`config.mk`:
```
export PLATFORM = sky130hd
export DESIGN_NAME = read_align
export DESIGN_NICKNAME = d
export VERILOG_FILES = /design/src/hw/regfile_cfg_pkg.sv /design/src/hw/read_align.sv
export SDC_FILE = /design/constraint.sdc
export NUM_CORES = 1
export LEC_CHECK = 0
export BUFFER_PORTS_ARGS = -buffer_cell sky130_fd_sc_hd__buf_2
export CAP_MARGIN = 20
export CORE_AREA = 2 2 287 289
export CTS_CLUSTER_SIZE = 25
export DETAILED_ROUTE_END_ITERATION = 6
export DIE_AREA = 0 0 289 291
export RECOVER_POWER = 100
export SLEW_MARGIN = 10
export SYNTH_ARGS = -nofsm -noshare
export SYNTH_HDL_FRONTEND = slang
export SYNTH_SLANG_ARGS = --single-unit
```
`constraint.sdc`:
```
create_clock -name CE_i -period 4.1 [get_ports CE_i]
set_input_delay 1.025 -clock CE_i [delete_from_list [all_inputs] [get_ports CE_i]]
set_output_delay 1.025 -clock CE_i [all_outputs]
set_load 0.01 [all_outputs]
```
`src/hw/regfile_cfg_pkg.sv`:
```
package regfile_cfg_pkg;

   // register file geometry
   localparam int ADDR_W        = 10;
   localparam int WORD_W        = 32;
   localparam int NUM_BANKS     = 16;
   localparam int BANK_SEL_W    = 4;
   localparam int ROW_W         = 6;
   localparam int ROWS_PER_BANK = 1 << ROW_W;

   // words moved by rd0 and wr1 in one access
   localparam int WIDE_LANES = 4;

   typedef logic [ADDR_W-1:0]            reg_addr_t;
   typedef logic [WORD_W-1:0]            word_t;
   typedef logic [BANK_SEL_W-1:0]        bank_sel_t;
   typedef logic [ROW_W-1:0]             row_t;
   typedef logic [WIDE_LANES-1:0]        lane_en_t;

   // lane k sits in bits 32k upward
   typedef logic [WIDE_LANES*WORD_W-1:0] wide_word_t;

   // bank index is the low address bits
   function automatic bank_sel_t bank_of(reg_addr_t addr);
      return addr[BANK_SEL_W-1:0];
   endfunction

   // row is the high address bits
   function automatic row_t row_of(reg_addr_t addr);
      return addr[ADDR_W-1 -: ROW_W];
   endfunction

   // bank of wide lane k, wrapping past the last bank
   function automatic bank_sel_t lane_bank(bank_sel_t base, int unsigned lane);
      return bank_sel_t'(base + lane);
   endfunction

endpackage

```
`src/hw/read_align.sv`:
```
`timescale 1ns/1ps

module read_align
(
   input  logic                                                   CE_i,
   input  logic                                                   reset_i,

   input  regfile_cfg_pkg::reg_addr_t                             rd0_addr_i,
   input  regfile_cfg_pkg::reg_addr_t                             rd1_addr_i,
   input  regfile_cfg_pkg::reg_addr_t                             rd2_addr_i,

   input  regfile_cfg_pkg::word_t [regfile_cfg_pkg::NUM_BANKS-1:0] bank_rdata_i,

   output regfile_cfg_pkg::wide_word_t                            rd0_data_o,
   output regfile_cfg_pkg::word_t                                 rd1_data_o,
   output regfile_cfg_pkg::word_t                                 rd2_data_o
);
   import regfile_cfg_pkg::*;

   bank_sel_t rd0_sel_q;
   bank_sel_t rd1_sel_q;
   bank_sel_t rd2_sel_q;

   // bank indices captured on the same edge as the bank read
   always_ff @(posedge CE_i)
   begin
      if (reset_i)
      begin
         rd0_sel_q <= '0;
         rd1_sel_q <= '0;
         rd2_sel_q <= '0;
      end
      else
      begin
         rd0_sel_q <= bank_of(rd0_addr_i);
         rd1_sel_q <= bank_of(rd1_addr_i);
         rd2_sel_q <= bank_of(rd2_addr_i);
      end
   end

   // rotate the banks so lane k of rd0 gets bank (base + k) mod 16
   for (genvar k = 0; k < WIDE_LANES; k++)
   begin : g_rd0_lane
      bank_sel_t lane_sel;

      assign lane_sel = lane_bank(rd0_sel_q, k);
      assign rd0_data_o[k*WORD_W +: WORD_W] = bank_rdata_i[lane_sel];
   end

   // narrow ports pick a single bank
   assign rd1_data_o = bank_rdata_i[rd1_sel_q];
   assign rd2_data_o = bank_rdata_i[rd2_sel_q];

endmodule

```
==> results.cfg <==
[cts]
cts_tree = done
post_cts.repair.setup_buffers = 0
cts_buffer_depth = 2
clkTransAtPathRegs_ps = 50
clock_tree.htree_level_count = 1
cts_num_sinks = 12
cts_inserted_buffers = 3
cts_root_buf = clkbuf_16

[critical_path]
critPathKind = reg2out
data_arrival_time_at_the_worst_slack_endpoint_ps = 3010
critical_path.max_fanout = 33
maximum_cell_stage_delay_along_the_critical_path_ps = 1260
worstPathCellList = buf_6, mux4_2, mux4_2, clkbuf_2
cp_launch_type = flip-flop
critical_path.endpoint_type = output port
worst_path_most_repeated_cell = mux4_2
worst_ep_required_time_ps = 3070
slowest_library_cell_on_the_worst_path = dfxtp_2

[yosys]
synth_top_family_by_area = multiplexers
synth_cell_type_count = 34
synth_xor_area_share_pct = 0.356
synth_area_um2 = 23900
syn_avg_cell_area_um2 = 12.8
muxShareOfSynthArea_pct = 79.8
post-synth-top-area-fraction_pct = 66.3
yosys.area_share.simple_pct = 5.99
ys_seq_elements = 12
postSynthNetCount = 2424
synth.yosys.seq_area_share_pct = 1.00
synth_largest_area_cell = mux4_2
number_of_instances_in_the_synthesized_netlist = 1876
number_of_warnings_printed_during_yosys_synthesis = 0
synth_adder_area_share_pct = 0.209
ranking_of_synthesized_cells_by_area = mux4_2 (66%), mux2i_1 (13%), nand2_1 (2.7%), o22ai_1 (2.5%), buf_2 (2.2%)
synth_compound_area_share_pct = 7.69

[global_routing]
grt_start_max_net_pins = 86
grt_met3_usage_pct = 5.51
grt_pass1_vias = 24700
gr-usage-all-layers_pct = 26.9
met2_track_utilization_from_global_routing_pct = 43.2
grt_pass1_wl_um = 170000
globalRoute.busiestLayer = met2
antenna_violations_before_repair = 36
grt_overflow_total = 0
grt_util_met1_pct = 35.7

[flow_run]
cap_violations = 0

[timing]
share_of_the_cycle_needed_by_the_critical_path_after_routing_pct = 98.5
worst_slew_margin_pct = 6.05
slew_worst_pin_ps = 1410
maxSlewViolCount = 0
hold_viol = 0
setup_tns_ps = 0
setup_viol = 0
highest_attainable_clock_frequency_ghz = 0.248
min_period_ps = 4040
grt_setup_unrepaired = no

[power_and_ir_drop]
sequential_share_of_power_pct = 4.0
design_power_total_uw = 4870
leakage_uw = 0.00998
peakVddDrop_mv = 0.126
clock_power_share_pct = 3.9
net_sw_share_pct = 50.5
p_per_cell_area_nw_per_um2 = 167
power.combinational.fraction_pct = 92.2
internal_power_uw = 2410
reported_net_switching_power_uw = 2460

[die]
top_level_ports = 736
floorplan.initialDensity_pct = 29.5
fp.dieH_um = 291
floorplan.core_area_um2 = 81200
die_area_um2 = 84100
die_x_um = 289
placement_rows = 105

[detailed_routing]
ant_nets = 0
drc = 0
wire_per_inst_um = 33.3
drt-vias-per-instance = 7.02
num_vias = 25000
drt_pre_antenna_iters = 7
postRouteWirelength_um = 118000
dr.first_iter.drc_count = 2657

[place]
place_hpwl_um = 86700
port_buffers = 717
gp_routability_congestion = 0.940

[min_path]
worst_hold_path_type = in2reg

[layout]
finish.net_count = 3002
flow.area_growth_from_synthesis_pct = 22.0
drive_gt1_share_pct = 60.2

[outcome]
outcome = completed
## synth_stat cells
| library cell | count |
|---|---|
| mux2_2 | 12 |
| ha_1 | 4 |
| mux4_2 | 704 |
| a21oi_1 | 12 |
| mux2i_1 | 309 |
| nand3_1 | 18 |
| a31oi_1 | 55 |
| clkbuf_1 | 106 |
| a32o_1 | 17 |
| o22ai_1 | 96 |
| xor2_2 | 1 |
| and3_1 | 1 |
| a211oi_1 | 64 |
| nand2b_1 | 3 |
| buf_4 | 14 |
| xnor2_1 | 4 |
| and2_1 | 52 |
| buf_2 | 106 |
| xor2_1 | 2 |
| inv_1 | 2 |
| nor2_1 | 3 |
| dfxtp_1 | 12 |
| nor2b_1 | 27 |
| a221o_1 | 8 |
| buf_6 | 1 |
| a22oi_1 | 1 |
| or3_1 | 1 |
| nand2_1 | 171 |
| buf_1 | 36 |
| a31o_1 | 1 |
| xnor2_2 | 1 |
| a32oi_1 | 1 |
| a221oi_1 | 9 |
| or4_1 | 22 |
## registers in the layout, indices dropped and copies added, names as in the netlist
signal	count
rd2_sel_q	4
rd0_sel_q	4
rd1_sel_q	4
## power by group through the flow
stage	clock [µW]	combinational, µW	sequential, µW
3_5_place_dp	0	4480	194
6_report	189	4490	193
2_1_floorplan	0	2760	129
3_3_place_gp	0	4430	193
4_1_cts	192	4490	192
5_1_grt	198	4700	195
## layer usage
| metal | vias to the layer above | share of wire, % |
|---|---|---|
| met2 | 2042 | 47 |
| met1 | 12900 | 37 |
| met4 | 14 | 4.2 |
| li1 | 9648 | - |
| met5 | - | 0.079 |
| met3 | 322 | 11 |
## cell families (layout without fill, tap and decap cells)
family | after synthesis | in the layout
simple gates | 298 | 298
flops | 12 | 12
fa+ha+maj | 4 | 4
xor+xnor | 8 | 8
buf+inv | 265 | 842
other cells | 0 | 33
mux | 1025 | 1025
compound gates | 264 | 264
## placed cells by master, fill, tap and decap left out, types with 17 or more instances in the layout
master    netlist  routed
o22ai_1        96      96
nand2_1       171     167
mux2i_1       309     309
a31oi_1        55      55
clkbuf_2        0      28
and2_1         52      51
clkbuf_1      106     113
a211oi_1       64      64
nand3_1        18      18
buf_2         106     593
mux4_2        704     704
or4_1          22      22
nor2b_1        27      25
a32o_1         17      17
buf_12          0      35
diode_2         0      33
buf_4          14      55
## critical path: cells and delay by family (launching register included)
kind,cells,cell delay [ps]
buf+inv,2,600
flops,1,1260
mux,2,860
## what timing repair did
action / 4_1_cts / 5_1_grt
setup endpoints to repair: 0 / 2
resized for setup: 0 / 1
hold buffers: 0 / 0
## metrics by stage
step                hold slack [ps]  area [µm²]  setup slack, ps  utilization, %  instances
finish                          986       29200             63.5            35.9       3556
global route                    996       29200             1.38            35.9       3548
CTS                             985       29300             52.3            36.1       3523
detailed placement             1240       29300              321            36.0       3519
global placement               1240       29300              350            36.0       3519
floorplan                      1100       23900             45.8               -       1876
## final timing paths
path | slack [ps] | cells after the start | start | to
setup / recovery | 60 | 4 | rd2_sel_q[0]$_SDFF_PP0_ | rd2_data_o[4]
hold / removal | 990 | 2 | rd2_addr_i[0] | rd2_sel_q[0]$_SDFF_PP0_
## final cells by class
cell class / count / area, µm²
Fill cell: 8082 / 52000
Multi-Input combinational cell: 1599 / 22600
Timing Repair Buffer: 836 / 4760
Tap cell: 1070 / 1340
Sequential cell: 12 / 273
Antenna cell: 33 / 82.6
Clock buffer: 3 / 75.1
Inverter: 2 / 8.76
Clock inverter: 1 / 3.75
Note: power is estimated with default switching activity, not from simulation.
